File: src/eeprom_pkg.sv
`default_nettype none

package eeprom_pkg;

    // bus timing, CLK cycles per SCL half period
    localparam int SCL_HALF = 4;

    localparam logic [3:0] DEV_TYPE = 4'b1010;  // 24Cxx device type code

    localparam int ADDR_W = 11;
    localparam int FIFO_DEPTH = 4;

    typedef struct packed {
        logic              write;  // 1 = byte write, 0 = random read
        logic [ADDR_W-1:0] addr;
        logic [7:0]        wdata;
    } cmd_t;

    typedef struct packed {
        logic [7:0] rdata;  // zero for writes
        logic       nack;
    } rsp_t;

endpackage

`default_nettype wire

File: src/byte_fifo.sv
`timescale 1ns/1ps
`default_nettype none

module byte_fifo
    import eeprom_pkg::*;
#(
    parameter type T = logic [7:0],
    parameter int DEPTH = FIFO_DEPTH
)
(
    input  wire logic CLK,
    input  wire logic RESET,
    input  wire logic in_valid,
    output logic      in_ready,
    input  wire T     in_data,
    output logic      out_valid,
    input  wire logic out_ready,
    output T          out_data
);
    localparam int PW = $clog2(DEPTH);
    localparam int CW = $clog2(DEPTH + 1);
    localparam logic [PW-1:0] LAST = PW'(DEPTH - 1);
    localparam logic [CW-1:0] FULL = CW'(DEPTH);

    T mem [DEPTH];
    logic [PW-1:0] wr_ptr;
    logic [PW-1:0] rd_ptr;
    logic [CW-1:0] count;
    logic push;
    logic pop;

    assign in_ready  = (count != FULL);
    assign out_valid = (count != '0);
    assign out_data  = mem[rd_ptr];
    assign push = in_valid && in_ready;
    assign pop  = out_valid && out_ready;

    always_ff @(posedge CLK) begin
        if (push)
            mem[wr_ptr] <= in_data;
    end

    always_ff @(posedge CLK) begin
        if (RESET) begin
            wr_ptr <= '0;
            rd_ptr <= '0;
            count  <= '0;
        end
        else begin
            if (push)
                wr_ptr <= (wr_ptr == LAST) ? '0 : wr_ptr + 1'b1;
            if (pop)
                rd_ptr <= (rd_ptr == LAST) ? '0 : rd_ptr + 1'b1;
            if (push && !pop)
                count <= count + 1'b1;
            else if (pop && !push)
                count <= count - 1'b1;
        end
    end

endmodule

`default_nettype wire

File: src/scl_timer.sv
`timescale 1ns/1ps
`default_nettype none

module scl_timer
    import eeprom_pkg::*;
(
    input  wire logic CLK,
    input  wire logic RESET,
    input  wire logic run,
    output logic      scl,
    output logic      low_mid,
    output logic      high_mid
);
    localparam int CNT_W = (SCL_HALF > 1) ? $clog2(SCL_HALF) : 1;
    localparam logic [CNT_W-1:0] LAST = CNT_W'(SCL_HALF - 1);
    localparam logic [CNT_W-1:0] MID  = CNT_W'(SCL_HALF / 2);

    logic [CNT_W-1:0] cnt;
    logic scl_q;
    logic active;

    // keep going until the low half is done, then park high
    assign active = run || !scl_q;

    always_ff @(posedge CLK) begin
        if (RESET) begin
            cnt   <= '0;
            scl_q <= 1'b1;
        end
        else if (active) begin
            if (cnt == LAST) begin
                cnt   <= '0;
                scl_q <= ~scl_q;
            end
            else
                cnt <= cnt + 1'b1;
        end
        else
            cnt <= '0;
    end

    assign scl      = scl_q;
    assign low_mid  = run && !scl_q && (cnt == MID);
    assign high_mid = run && scl_q && (cnt == MID);

endmodule

`default_nettype wire

File: src/eeprom_ctrl.sv
`timescale 1ns/1ps
`default_nettype none

module eeprom_ctrl
    import eeprom_pkg::*;
(
    input  wire logic CLK,
    input  wire logic RESET,
    input  wire logic cmd_valid,
    output logic      cmd_ready,
    input  wire cmd_t cmd,
    output logic      rsp_valid,
    input  wire logic rsp_ready,
    output rsp_t      rsp,
    output logic      run,
    input  wire logic scl,
    input  wire logic low_mid,
    input  wire logic high_mid,
    output logic      sda_oe,
    input  wire logic sda_in
);
    typedef enum logic [3:0] {
        S_IDLE,
        S_START,
        S_CTRL,
        S_ADDR,
        S_DATA,
        S_RSTART,
        S_RCTRL,
        S_READ,
        S_MNACK,
        S_STOP,
        S_RESP
    } state_t;

    state_t state;
    cmd_t cur;              // command being served
    logic [7:0] sh;         // shared tx/rx shift register
    logic [3:0] bit_cnt;    // 0..7 data, 8 = ack slot
    logic [7:0] rdata;
    logic nack;
    logic run_q;
    logic sda_oe_q;
    logic take;

    // only start when the response has a place to go and the clock is parked
    assign cmd_ready = (state == S_IDLE) && rsp_ready && scl;
    assign take      = cmd_valid && cmd_ready;
    assign rsp_valid = (state == S_RESP);
    assign rsp       = '{rdata: rdata, nack: nack};
    assign run       = run_q;
    assign sda_oe    = sda_oe_q;

    always_ff @(posedge CLK) begin
        if (RESET) begin
            state    <= S_IDLE;
            bit_cnt  <= '0;
            nack     <= 1'b0;
            run_q    <= 1'b0;
            sda_oe_q <= 1'b0;
        end
        else begin
            case (state)
                S_IDLE:
                    if (take) begin
                        cur   <= cmd;
                        nack  <= 1'b0;
                        rdata <= 8'h00;
                        run_q <= 1'b1;
                        state <= S_START;
                    end
                S_START:
                    if (high_mid) begin
                        sda_oe_q <= 1'b1;  // start, SDA falls with SCL high
                        sh       <= {DEV_TYPE, cur.addr[ADDR_W-1 -: 3], 1'b0};
                        bit_cnt  <= '0;
                        state    <= S_CTRL;
                    end
                S_CTRL, S_ADDR, S_DATA, S_RCTRL:
                    if (low_mid) begin
                        if (bit_cnt == 4'd8)
                            sda_oe_q <= 1'b0;  // let the slave ack
                        else begin
                            sda_oe_q <= ~sh[7];  // msb first
                            sh       <= {sh[6:0], 1'b0};
                        end
                    end
                    else if (high_mid) begin
                        if (bit_cnt != 4'd8)
                            bit_cnt <= bit_cnt + 4'd1;
                        else begin
                            bit_cnt <= '0;
                            if (sda_in) begin
                                // no ack from the slave, abort
                                nack  <= 1'b1;
                                state <= S_STOP;
                            end
                            else begin
                                case (state)
                                    S_CTRL: begin
                                        sh    <= cur.addr[7:0];
                                        state <= S_ADDR;
                                    end
                                    S_ADDR:
                                        if (cur.write) begin
                                            sh    <= cur.wdata;
                                            state <= S_DATA;
                                        end
                                        else
                                            state <= S_RSTART;
                                    S_DATA:
                                        state <= S_STOP;
                                    default:
                                        state <= S_READ;  // read control acked
                                endcase
                            end
                        end
                    end
                S_RSTART:
                    if (low_mid)
                        sda_oe_q <= 1'b0;  // SDA high before SCL rises
                    else if (high_mid) begin
                        sda_oe_q <= 1'b1;  // repeated start
                        sh       <= {DEV_TYPE, cur.addr[ADDR_W-1 -: 3], 1'b1};
                        state    <= S_RCTRL;
                    end
                S_READ:
                    if (low_mid)
                        sda_oe_q <= 1'b0;
                    else if (high_mid) begin
                        sh <= {sh[6:0], sda_in};
                        if (bit_cnt == 4'd7) begin
                            rdata   <= {sh[6:0], sda_in};
                            bit_cnt <= '0;
                            state   <= S_MNACK;
                        end
                        else
                            bit_cnt <= bit_cnt + 4'd1;
                    end
                S_MNACK:
                    if (low_mid)
                        sda_oe_q <= 1'b0;  // leave SDA high, single byte read
                    else if (high_mid)
                        state <= S_STOP;
                S_STOP:
                    if (low_mid)
                        sda_oe_q <= 1'b1;
                    else if (high_mid) begin
                        sda_oe_q <= 1'b0;  // stop, SDA rises with SCL high
                        run_q    <= 1'b0;
                        state    <= S_RESP;
                    end
                S_RESP:
                    if (rsp_ready)
                        state <= S_IDLE;
                default:
                    state <= S_IDLE;
            endcase
        end
    end

endmodule

`default_nettype wire

File: src/eeprom_top.sv
`timescale 1ns/1ps
`default_nettype none

module eeprom_top
    import eeprom_pkg::*;
(
    input  wire logic              CLK,
    input  wire logic              RESET,
    input  wire logic              cmd_valid,
    output logic                   cmd_ready,
    input  wire logic              cmd_write,
    input  wire logic [ADDR_W-1:0] cmd_addr,
    input  wire logic [7:0]        cmd_wdata,
    output logic                   rsp_valid,
    input  wire logic              rsp_ready,
    output logic [7:0]             rsp_rdata,
    output logic                   rsp_nack,
    output logic                   scl,
    output logic                   sda_oe,
    input  wire logic              sda_in
);
    cmd_t host_cmd;
    cmd_t q_cmd;
    logic q_cmd_valid;
    logic q_cmd_ready;
    rsp_t c_rsp;
    logic c_rsp_valid;
    logic c_rsp_ready;
    rsp_t host_rsp;
    logic run;
    logic low_mid;
    logic high_mid;

    assign host_cmd  = '{write: cmd_write, addr: cmd_addr, wdata: cmd_wdata};
    assign rsp_rdata = host_rsp.rdata;
    assign rsp_nack  = host_rsp.nack;

    byte_fifo #(.T(cmd_t), .DEPTH(FIFO_DEPTH)) u_cmd_fifo (
        .CLK       (CLK),
        .RESET     (RESET),
        .in_valid  (cmd_valid),
        .in_ready  (cmd_ready),
        .in_data   (host_cmd),
        .out_valid (q_cmd_valid),
        .out_ready (q_cmd_ready),
        .out_data  (q_cmd)
    );

    byte_fifo #(.T(rsp_t), .DEPTH(FIFO_DEPTH)) u_rsp_fifo (
        .CLK       (CLK),
        .RESET     (RESET),
        .in_valid  (c_rsp_valid),
        .in_ready  (c_rsp_ready),
        .in_data   (c_rsp),
        .out_valid (rsp_valid),
        .out_ready (rsp_ready),
        .out_data  (host_rsp)
    );

    scl_timer u_scl_timer (
        .CLK      (CLK),
        .RESET    (RESET),
        .run      (run),
        .scl      (scl),
        .low_mid  (low_mid),
        .high_mid (high_mid)
    );

    eeprom_ctrl u_ctrl (
        .CLK       (CLK),
        .RESET     (RESET),
        .cmd_valid (q_cmd_valid),
        .cmd_ready (q_cmd_ready),
        .cmd       (q_cmd),
        .rsp_valid (c_rsp_valid),
        .rsp_ready (c_rsp_ready),
        .rsp       (c_rsp),
        .run       (run),
        .scl       (scl),
        .low_mid   (low_mid),
        .high_mid  (high_mid),
        .sda_oe    (sda_oe),
        .sda_in    (sda_in)
    );

endmodule

`default_nettype wire

File: config.mk
export PLATFORM = sky130hd
export DESIGN_NAME = eeprom_top
export DESIGN_NICKNAME = d
export VERILOG_FILES = /design/src/eeprom_pkg.sv /design/src/byte_fifo.sv /design/src/scl_timer.sv /design/src/eeprom_ctrl.sv /design/src/eeprom_top.sv
export SDC_FILE = /design/constraint.sdc
export NUM_CORES = 1
export LEC_CHECK = 0
export BUFFER_PORTS_ARGS = -buffer_cell sky130_fd_sc_hd__buf_4
export CORE_MARGIN = 4
export CORE_UTILIZATION = 40
export DETAILED_ROUTE_END_ITERATION = 6
export GPL_TIMING_DRIVEN = 0
export MAX_ROUTING_LAYER = met4
export PLACE_DENSITY_LB_ADDON = 0.2
export REMOVE_ABC_BUFFERS = 1
export SYNTH_ARGS = -nofsm -noshare
export SYNTH_HDL_FRONTEND = slang
export SYNTH_SLANG_ARGS = --single-unit
File: constraint.sdc
create_clock -name CLK -period 6.5 [get_ports CLK]
set_input_delay 0.65 -clock CLK [delete_from_list [all_inputs] [get_ports CLK]]
set_output_delay 0.65 -clock CLK [all_outputs]
set_load 0.01 [all_outputs]
==> flow_summary.yaml, run 1 <==
min_path:
  hold_class: "input pin to register"
  whs_endpoint: "u_cmd_fifo.mem[0][11]$_DFFE_PP_"
  holdCritStartpoint: "cmd_addr[3]"
  hold_depth: 1
timing:
  finalClockSkew_ns: 0.0105
  rsz0062_at_grt: "no"
  finalHoldViolations: 0
  final.setup.tns_ns: 0
  whs_ns: 0.413
  drv_slew: 0
  max_slew_margin: 0.231
  timing.fmax_mhz: 321
  setup_violations: 0
  worst_pin_slew_ns: 1.15
  finalCritPeriodShare: 0.480
  post-route-min-period_ns: 3.12
layout:
  final-seq-area_mm2: 0.00517
  nNetsFinal: 538
  area_delta_synth_final_pct: 15.6
  diodes: 0
  nFillCells: 1499
  multi_input_area_mm2: 0.00218
  stdcell_area_mm2: 0.00865
  drive_gt1_frac: 0.223
  layout.cells.non_filler: 736
cts:
  tritoncts: "done"
  cts_resized: 0
  cts_hold_buffers: 0
  clockBufferDepth: 2
  clk_pin_slew_worst_paths_ns: 0.07
  clk-insertion-delay-late_ns: 0.43
  clockRootBuffer: "clkbuf_16"
  h-tree-depth: 4
  cts_buffers: 17
  postCtsSetupBuffers: 0
  cts.sinks: 182
floorplan:
  dieWidth_um: 145
  die_area_mm2: 0.0210
  die_h_um: 145
  rows: 49
  ios: 38
  coreArea_mm2: 0.0182
  initial_core_util: 0.411
yosys:
  ys_ff_latch: 182
  ys_async_sr_fraction: 0
  ys_warn_count: 0
  syn_inst: 457
  postSynthAreaPerCell_um2: 16.4
  synth_flop_cell: "edfxtp_1"
  ys_types: 61
  syn_area_mm2: 0.00748
  synth-edff-count: 152
  yosysSeqAreaShare: 0.690
pwr:
  ir_drop_mv: 0.199
  p_leak_uw: 0.00292
  power_density_mw_per_mm2: 395
route:
  wl_met3_um: 440
  wl_per_cell_um: 17.5
  wl_met1_um: 5430
  dr.pass1.iters: 4
  maxUsedRoutingLayer: "met4"
  routed_wl_um: 12900
  wl_met2_um: 6830
  route.detailed.drc: 0
  via_count: 3836
  ant_nets: 0
  drt_iter0_drc: 192
  vias_per_cell: 5.21
critical_path:
  rrSetupSlack_ns: 3.38
  r2r_cells: 9
  critical_path.max_stage_delay_ns: 0.82
  r2r_start: "u_ctrl.state[3]$_SDFFE_PP0P_"
  crit_path_start_kind: "register"
  regToRegEndpoint: "u_rsp_fifo.count[2]$_SDFFE_PP0P_"
  worstPathCellList: "inv_1 > nor2_1 > and3_1 > ha_1 > inv_1 > fa_1 > xor2_1 > or3_1 > a21oi_1"
  crit_fanout: 22
  slowest_stage: "dfxtp_1"
  crit_path_end_kind: "register"
  worstPathArrival_ns: 3.48
  crit_required_ns: 6.86
  critPathKind: "register to register"
  cp_common_cell: "inv_1"
global_routing:
  grt_pass1_wl_um: 20600
  grt_pass1_vias: 3893
  groute.usage.overall: 0.135
  grt-ovfl-total: 0
  grt_antenna_before_repair: 0
  grt_max_degree: 32
status:
  status: "finished clean"
flow_run:
  timing.max_cap.violations: 0
placed_design:
  placed_cells: 705
  hpwl_um: 8340
  place_congestion: 0.813
  port_buffers: 37
  dpl_cell_area_mm2: 0.00799
## layout make-up
class                   count  share of cell area
flip-flops and latches    182               0.597
multi-input cells         241               0.252
clock buffers              17              0.0492
repair buffers             39              0.0352
well taps                 229              0.0331
clock inverters            14              0.0275
inverters                  14             0.00608
## registers in the layout, indices dropped and copies added (netlist names), named ones only
name,cells
u_rsp_fifo.count,3
u_cmd_fifo.count,3
u_scl_timer.cnt,2
u_rsp_fifo.wr_ptr,2
u_cmd_fifo.rd_ptr,2
u_ctrl.cur,20
u_ctrl.sda_oe,1
u_ctrl.rdata,8
u_ctrl.sh,8
u_cmd_fifo.wr_ptr,2
u_ctrl.run,1
u_rsp_fifo.rd_ptr,2
u_scl_timer.scl,1
u_ctrl.state,4
u_rsp_fifo.mem,36
u_ctrl.nack,1
u_ctrl.bit_cnt,4
u_cmd_fifo.mem,80
## cells in the final DEF, fill, tap and decap left out, drive strengths merged, types with 4 or more instances in the layout
cell type and instances:
o21ai 7, mux4 29, and2 14, nor2b 6
nand2b 6, a31oi 4, or3 5, inv 21
clkbuf 17, nand2 20, dfxtp 30, nor2 29
nand3 4, mux2i 16, and3 7, edfxtp 152
a21oi 16, ha 16, xor2 4, bufinv 5
nor3 7, buf 39
## Yosys cell counts (5+ instances only)
master | instances | share of area
edfxtp_1 | 152 | 0.61
dfxtp_1 | 30 | 0.080
mux4_2 | 29 | 0.087
nor2_1 | 29 | 0.015
nand2_1 | 19 | 0.0095
ha_1 | 16 | 0.027
mux2i_1 | 16 | 0.021
a21oi_1 | 14 | 0.0094
and2_1 | 14 | 0.012
inv_1 | 14 | 0.0070
buf_2 | 8 | 0.0054
clkbuf_1 | 8 | 0.0040
and3_1 | 7 | 0.0059
nor3_1 | 7 | 0.0047
o21ai_0 | 7 | 0.0047
nand2b_1 | 6 | 0.0050
nor2b_1 | 6 | 0.0050
or3_1 | 5 | 0.0042
## stage by stage
step / power, uW / utilization / setup WS (ns)
after floorplan: 2080 / - / 3.95
after global placement: 2280 / 0.437 / 3.13
after detailed placement: 2320 / 0.439 / 3.41
after CTS: 3460 / 0.475 / 3.40
after global routing: 3590 / 0.475 / 3.18
final: 3420 / 0.475 / 3.38
## metal layers
metal | up-vias | GRT usage
met5 | - | -
met1 | 1911 | 0.151
met3 | 13 | 0.0338
met2 | 55 | 0.235
li1 | 1857 | -
met4 | 0 | 0.0442
## where the power goes
group	internal, uW	total, uW	switching (uW)
sequential	1450	1610	161
clock	694	1140	451
combinational	344	664	320
total	2490	3420	932
## how the worst max path moves through the flow
stage	cells past startpoint	from	to	slack, ns
floorplan	9	u_ctrl.state[3]$_SDFFE_PP0P_	u_rsp_fifo.count[2]$_SDFFE_PP0P_	3.95
global placement	3	u_ctrl.state[0]$_SDFFE_PP0P_	u_ctrl.cur[14]$_DFFE_PP_	3.13
detailed placement	3	u_ctrl.state[0]$_SDFFE_PP0P_	u_ctrl.rdata[4]$_SDFFCE_PN0P_	3.41
CTS	3	u_ctrl.state[0]$_SDFFE_PP0P_	u_ctrl.rdata[4]$_SDFFCE_PN0P_	3.40
global route	9	u_ctrl.state[3]$_SDFFE_PP0P_	u_rsp_fifo.count[2]$_SDFFE_PP0P_	3.18
finish	9	u_ctrl.state[3]$_SDFFE_PP0P_	u_rsp_fifo.count[2]$_SDFFE_PP0P_	3.38
## critical path: cells and delay by family (launching register included)
| family | cells | cell delay, ns |
|---|---|---|
| adders and majority gates | 2 | 0.64 |
| AOI/OAI and AO/OA | 1 | 0.14 |
| buffers and inverters | 2 | 0.39 |
| DFF | 1 | 0.82 |
| xor gates and xnor gates | 1 | 0.17 |
| and+or+nand+nor | 3 | 0.89 |
## cells by family after synthesis
family | Yosys count | share of synthesized area
AOI/OAI and AO/OA | 58 | 0.0612
xor gates and xnor gates | 4 | 0.00468
adders and majority gates | 18 | 0.0321
buffers and inverters | 34 | 0.0199
DFF | 182 | 0.690
muxes | 47 | 0.112
and+or+nand+nor | 114 | 0.0803
No activity file was read; power rests on OpenSTA's default activity.
==> run 2, diff against run 1 <==
==> constraint.sdc (replaced) <==
create_clock -name CLK -period 2.62 [get_ports CLK]
set_input_delay 0.262 -clock CLK [delete_from_list [all_inputs] [get_ports CLK]]
set_output_delay 0.262 -clock CLK [all_outputs]
set_load 0.01 [all_outputs]
==> flow_summary.yaml, run 2 (synthesized netlist as in run 1, its figures left out) <==
timing:
  rsz0062_at_grt: "no"
  drv_slew: 0
  finalClockSkew_ns: 0.00824
  max_slew_margin: 0.240
  worst_pin_slew_ns: 1.13
  finalHoldViolations: 0
  finalCritPeriodShare: 0.957
  post-route-min-period_ns: 2.51
  setup_violations: 0
  timing.fmax_mhz: 399
floorplan:
  initial_core_util: 0.411
  dieWidth_um: 145
  die_area_mm2: 0.0210
  coreArea_mm2: 0.0182
  die_h_um: 145
  ios: 38
  rows: 49
critical_path:
  regToRegEndpoint: "u_rsp_fifo.count[2]$_SDFFE_PP0P_"
  crit_required_ns: 2.98
  endpoint: "u_rsp_fifo.count[2]$_SDFFE_PP0P_"
  rrSetupSlack_ns: 0.11
  critical_path.max_stage_delay_ns: 0.45
  cp_common_cell: "inv_1"
  worstPathCellList: "inv_1 > nor2_1 > and3_2 > ha_1 > inv_1 > fa_1 > xor2_1 > or3_1 > a21oi_1"
  path_buf_inv: 2
  r2r_cells: 9
  cp_num_cells: 9
  crit_fanout: 16
  worstPathArrival_ns: 2.87
  crit_path_start_kind: "register"
  critPathLaunch: "u_ctrl.state[1]$_SDFFE_PP0P_"
  crit_path_end_kind: "register"
  path_delay_family: "simple AND/OR/NAND/NOR gates"
  slowest_stage: "dfxtp_4"
  r2r_start: "u_ctrl.state[1]$_SDFFE_PP0P_"
  critPathKind: "register to register"
pwr:
  p_int_uw: 6230
  netSwitchingFraction: 0.272
  power_frac_clock: 0.331
  seq_power_share: 0.467
  netSwitchingPower_uw: 2320
  pwr-share-comb: 0.202
  p_total_uw: 8550
  power_density_mw_per_mm2: 983
  p_leak_uw: 0.00294
  ir_drop_mv: 0.492
cts:
  cts.sinks: 182
  cts_buffers: 17
  clk_pin_slew_worst_paths_ns: 0.07
  clockRootBuffer: "clkbuf_16"
  clockBufferDepth: 2
  cts_hold_buffers: 0
  clk-insertion-delay-late_ns: 0.43
  tritoncts: "done"
  h-tree-depth: 4
global_routing:
  groute.usage.overall: 0.135
  grt_pass1_vias: 3898
  grt-ovfl-total: 0
  grt_max_degree: 32
  grt_antenna_before_repair: 0
  grt_pass1_wl_um: 20700
placed_design:
  hpwl_um: 8340
  port_buffers: 37
  place_congestion: 0.813
route:
  wl_per_cell_um: 17.5
  ant_nets: 0
  drt_iter0_drc: 178
  via_count: 3852
  routed_wl_um: 13000
  dr.pass1.iters: 4
  route.detailed.drc: 0
  vias_per_cell: 5.21
flow_run:
  timing.max_cap.violations: 0
layout:
  final_util: 0.478
  diodes: 0
  reg_top3: "u_cmd_fifo.mem: 80 flops, u_rsp_fifo.mem: 36 flops, u_ctrl.cur: 20 flops"
  area_delta_synth_final_pct: 16.3
  nNetsFinal: 541
  drive_gt1_frac: 0.241
  final_common_cell: "edfxtp_1"
  largest_reg_flops: 80
  regMostFlops: "u_cmd_fifo.mem"
  nFillCells: 1497
  most-common-layout-cells: "edfxtp_1, buf_4, mux4_2"
min_path:
  holdCritStartpoint: "cmd_addr[3]"
  hold_class: "input pin to register"
status:
  status: "finished clean"
-- run 2: changes by cell type in the layout (fill, tap and decap cells not counted) --
cell	previous run	this run
dfxtp_1	29	25
buf_4	37	39
dfxtp_2	1	3
dfxtp_4	0	2
a221oi_1	1	0
a221oi_4	0	1
and3_1	7	6
and3_2	0	1
clkbuf_4	0	1
or3b_1	1	0
or3b_4	0	1
-- run 2: stage by stage --
stage,setup TNS (ns),area [um^2],hold WS (ns),setup WS (ns),instances
final,0,8700,0.0253,0.113,739
after global routing,0,8700,0.0115,0.0338,739
after CTS,0,8690,0.0116,0.0517,738
after detailed placement,-5.58,7990,0.465,-0.474,705
after global placement,-25.83,7950,0.460,-0.755,703
after floorplan,0,7390,0.331,0.0669,437
-- run 2: worst reg2reg max path: stages (launching register included) --
cell and delay, ns:
dfxtp_4 0.45, inv_1 0.13, nor2_1 0.23, and3_2 0.33, ha_1 0.22, inv_1 0.07
fa_1 0.38, xor2_1 0.17, or3_1 0.32, a21oi_1 0.14
-- run 2: cell type report --
cell class	instances	area, um^2	area share
flip-flops and latches	182	5180	0.595
well taps	229	287	0.0329
clock buffers	17	425	0.0489
inverters	14	52.6	0.00604
clock inverters	14	238	0.0273
multi-input cells	241	2200	0.253
repair buffers	42	327	0.0375
-- run 2: routing by layer --
metal | vias up | share of wire | GRT usage
li1 | 1865 | - | -
met1 | 1914 | 0.42 | 0.153
met2 | 58 | 0.53 | 0.235
met3 | 15 | 0.033 | 0.0338
met4 | 0 | 0.014 | 0.0442
met5 | - | 0 | -
-- run 2: timing repair --
item	in CTS	in global routing
gates resized for setup	6	4
buffers inserted	2	1
hold endpoints to repair	0	0
pin swaps	1	0
endpoints found under the setup margin	23	18
cloned	0	0
-- run 2: power by group through the flow --
stage | Clock (uW) | Sequential, uW | Combinational, uW
2_1_floorplan | 0 | 3940 | 1210
3_3_place_gp | 0 | 4060 | 1590
3_5_place_dp | 0 | 4080 | 1670
4_1_cts | 2890 | 4020 | 1720
5_1_grt | 3000 | 4080 | 1900
6_report | 2830 | 3990 | 1720
-- run 2: worst min-delay path by stage --
stage	to	slack (ns)	cells after the start
global placement	u_cmd_fifo.mem[0][10]$_DFFE_PP_	0.46	1
detailed placement	u_cmd_fifo.mem[3][0]$_DFFE_PP_	0.47	1
global route	u_cmd_fifo.mem[2][2]$_DFFE_PP_	0.01	1
CTS	u_cmd_fifo.mem[3][11]$_DFFE_PP_	0.01	1
floorplan	u_cmd_fifo.count[2]$_SDFFE_PP0P_	0.33	1
finish	u_cmd_fifo.mem[0][11]$_DFFE_PP_	0.03	1
==> run 3, diff against run 2 <==
==> constraint.sdc (replaced) <==
create_clock -name CLK -period 2.2 [get_ports CLK]
set_input_delay 0.22 -clock CLK [delete_from_list [all_inputs] [get_ports CLK]]
set_output_delay 0.22 -clock CLK [all_outputs]
set_load 0.01 [all_outputs]
==> flow_summary.yaml, run 3 (synthesized netlist as in run 1, its figures left out) <==
critical_path:
  crit_path_start_kind: "register"
  slowest_stage: "or3b_4"
  crit_fanout: 3
  path_delay_family: "simple AND/OR/NAND/NOR gates"
  rrSetupSlack_ns: 0.008
  crit_path_end_kind: "register"
  crit_required_ns: 2.57
  worstPathArrival_ns: 2.56
  path_buf_inv: 2
  critPathKind: "register to register"
  worstPathCellList: "or3b_4 > nand4_1 > buf_6 > ha_4 > inv_1 > fa_2 > xor2_1 > or3_1 > a21oi_2"
  critical_path.max_stage_delay_ns: 0.41
floorplan:
  rows: 49
  ios: 38
  dieWidth_um: 145
  coreArea_mm2: 0.0182
  die_area_mm2: 0.0210
  die_h_um: 145
  initial_core_util: 0.411
timing:
  finalHoldViolations: 0
  max_slew_margin: 0.233
  timing.fmax_mhz: 456
  rsz0062_at_grt: "yes"
  setup_violations: 0
  finalClockSkew_ns: 0.00848
  drv_slew: 0
  post-route-min-period_ns: 2.19
  finalCritPeriodShare: 0.996
  whs_ns: 0.0207
  worst_pin_slew_ns: 1.15
  final.setup.worst_slack_ns: 0.00837
pwr:
  power_density_mw_per_mm2: 1160
  seq_power_share: 0.450
  p_leak_uw: 0.00307
  netSwitchingPower_uw: 2870
  netSwitchingFraction: 0.273
  power_frac_clock: 0.321
  p_int_uw: 7670
  ir_drop_mv: 0.589
  p_total_uw: 10500
  pwr-share-comb: 0.229
placed_design:
  pre_cts_ws_ns: -0.894
  port_buffers: 37
  place_congestion: 0.813
  hpwl_um: 8340
  dpl_cell_area_mm2: 0.00799
  placed_cells: 705
layout:
  most-common-layout-cells: "edfxtp_1, buf_4, mux4_2"
  diodes: 0
  reg_top3: "u_cmd_fifo.mem: 80 flops, u_rsp_fifo.mem: 36 flops, u_ctrl.cur: 20 flops"
  layout.cells.non_filler: 769
  final_common_cell: "edfxtp_1"
  stdcell_area_mm2: 0.00911
  nNetsFinal: 571
  regMostFlops: "u_cmd_fifo.mem"
  drive_gt1_frac: 0.285
  largest_reg_flops: 80
  area_delta_synth_final_pct: 21.7
cts:
  tritoncts: "done"
  h-tree-depth: 4
  clockRootBuffer: "clkbuf_16"
  clockBufferDepth: 2
  cts_buffers: 17
  cts.sinks: 182
  clk_pin_slew_worst_paths_ns: 0.07
  clk-insertion-delay-late_ns: 0.43
status:
  status: "finished clean"
global_routing:
  grt_antenna_before_repair: 0
  grt_pass1_wl_um: 21500
  grt_max_degree: 32
  grt-ovfl-total: 0
  groute.usage.overall: 0.140
  grt_pass1_vias: 4109
route:
  routed_wl_um: 13400
  dr.pass1.iters: 4
  via_count: 4036
  drt_iter0_drc: 193
  vias_per_cell: 5.25
  route.detailed.drc: 0
  wl_per_cell_um: 17.5
  ant_nets: 0
flow_run:
  timing.max_cap.violations: 0
min_path:
  hold_class: "input pin to register"
[run 3: worst paths after layout]
| check | from | end | depth (start not counted) |
|---|---|---|---|
| worst max register to register | u_rsp_fifo.count[0]$_SDFFE_PP0P_ | u_cmd_fifo.count[2]$_SDFFE_PP0P_ | 9 |
| worst max-delay path | u_rsp_fifo.count[0]$_SDFFE_PP0P_ | u_cmd_fifo.count[2]$_SDFFE_PP0P_ | 9 |
| worst min-delay path | cmd_addr[8] | u_cmd_fifo.mem[3][16]$_DFFE_PP_ | 1 |
| worst min register to register | u_ctrl.rdata[3]$_SDFFCE_PN0P_ | u_rsp_fifo.mem[0][4]$_DFFE_PP_ | 0 |
[run 3: timing repair]
item | in CTS | in global routing
hold endpoints to repair | 75 | 0
buffers inserted | 13 | 1
setup endpoints to repair | 88 | 16
pin swaps | 4 | 0
gates resized for setup | 34 | 6
hold buffers | 19 | 0
[run 3: metrics by stage]
step	setup TNS, ns	utilization
after floorplan	-7.96	-
after global placement	-59.70	0.437
after detailed placement	-31.46	0.439
after CTS	-0.00411	0.498
after global routing	-0.0672	0.500
final	0	0.500
[run 3: layer usage]
layer,wire length [um],up-vias,global-route usage,share of wire
li1,-,1933,-,-
met1,5640,2009,0.157,0.42
met2,7160,74,0.245,0.53
met4,219,0,0.0486,0.016
met3,418,20,0.0332,0.031
met5,0,-,-,0
[run 3: power groups by stage]
| stage | sequential [uW] | clock [uW] | combinational [uW] |
|---|---|---|---|
| floorplan | 4690 | 0 | 1440 |
| global placement | 4830 | 0 | 1900 |
| detailed placement | 4860 | 0 | 1980 |
| CTS | 4770 | 3440 | 2390 |
| global route | 4840 | 3580 | 2630 |
| finish | 4750 | 3380 | 2410 |
[run 3: cell type report]
class	instances	area [um^2]
Fill cell	1451	9100
Sequential cell	182	5190
Multi-Input combinational cell	241	2280
Timing Repair Buffer	72	626
Clock buffer	17	425
Tap cell	229	287
Clock inverter	14	238
Inverter	14	56.3
[run 3: worst reg2reg max path, stage by stage (launching register included)]
cell,delay (ns)
dfxtp_4,0.35
or3b_4,0.41
nand4_1,0.12
buf_6,0.13
ha_4,0.14
inv_1,0.05
fa_2,0.33
xor2_1,0.17
or3_1,0.32
a21oi_2,0.12
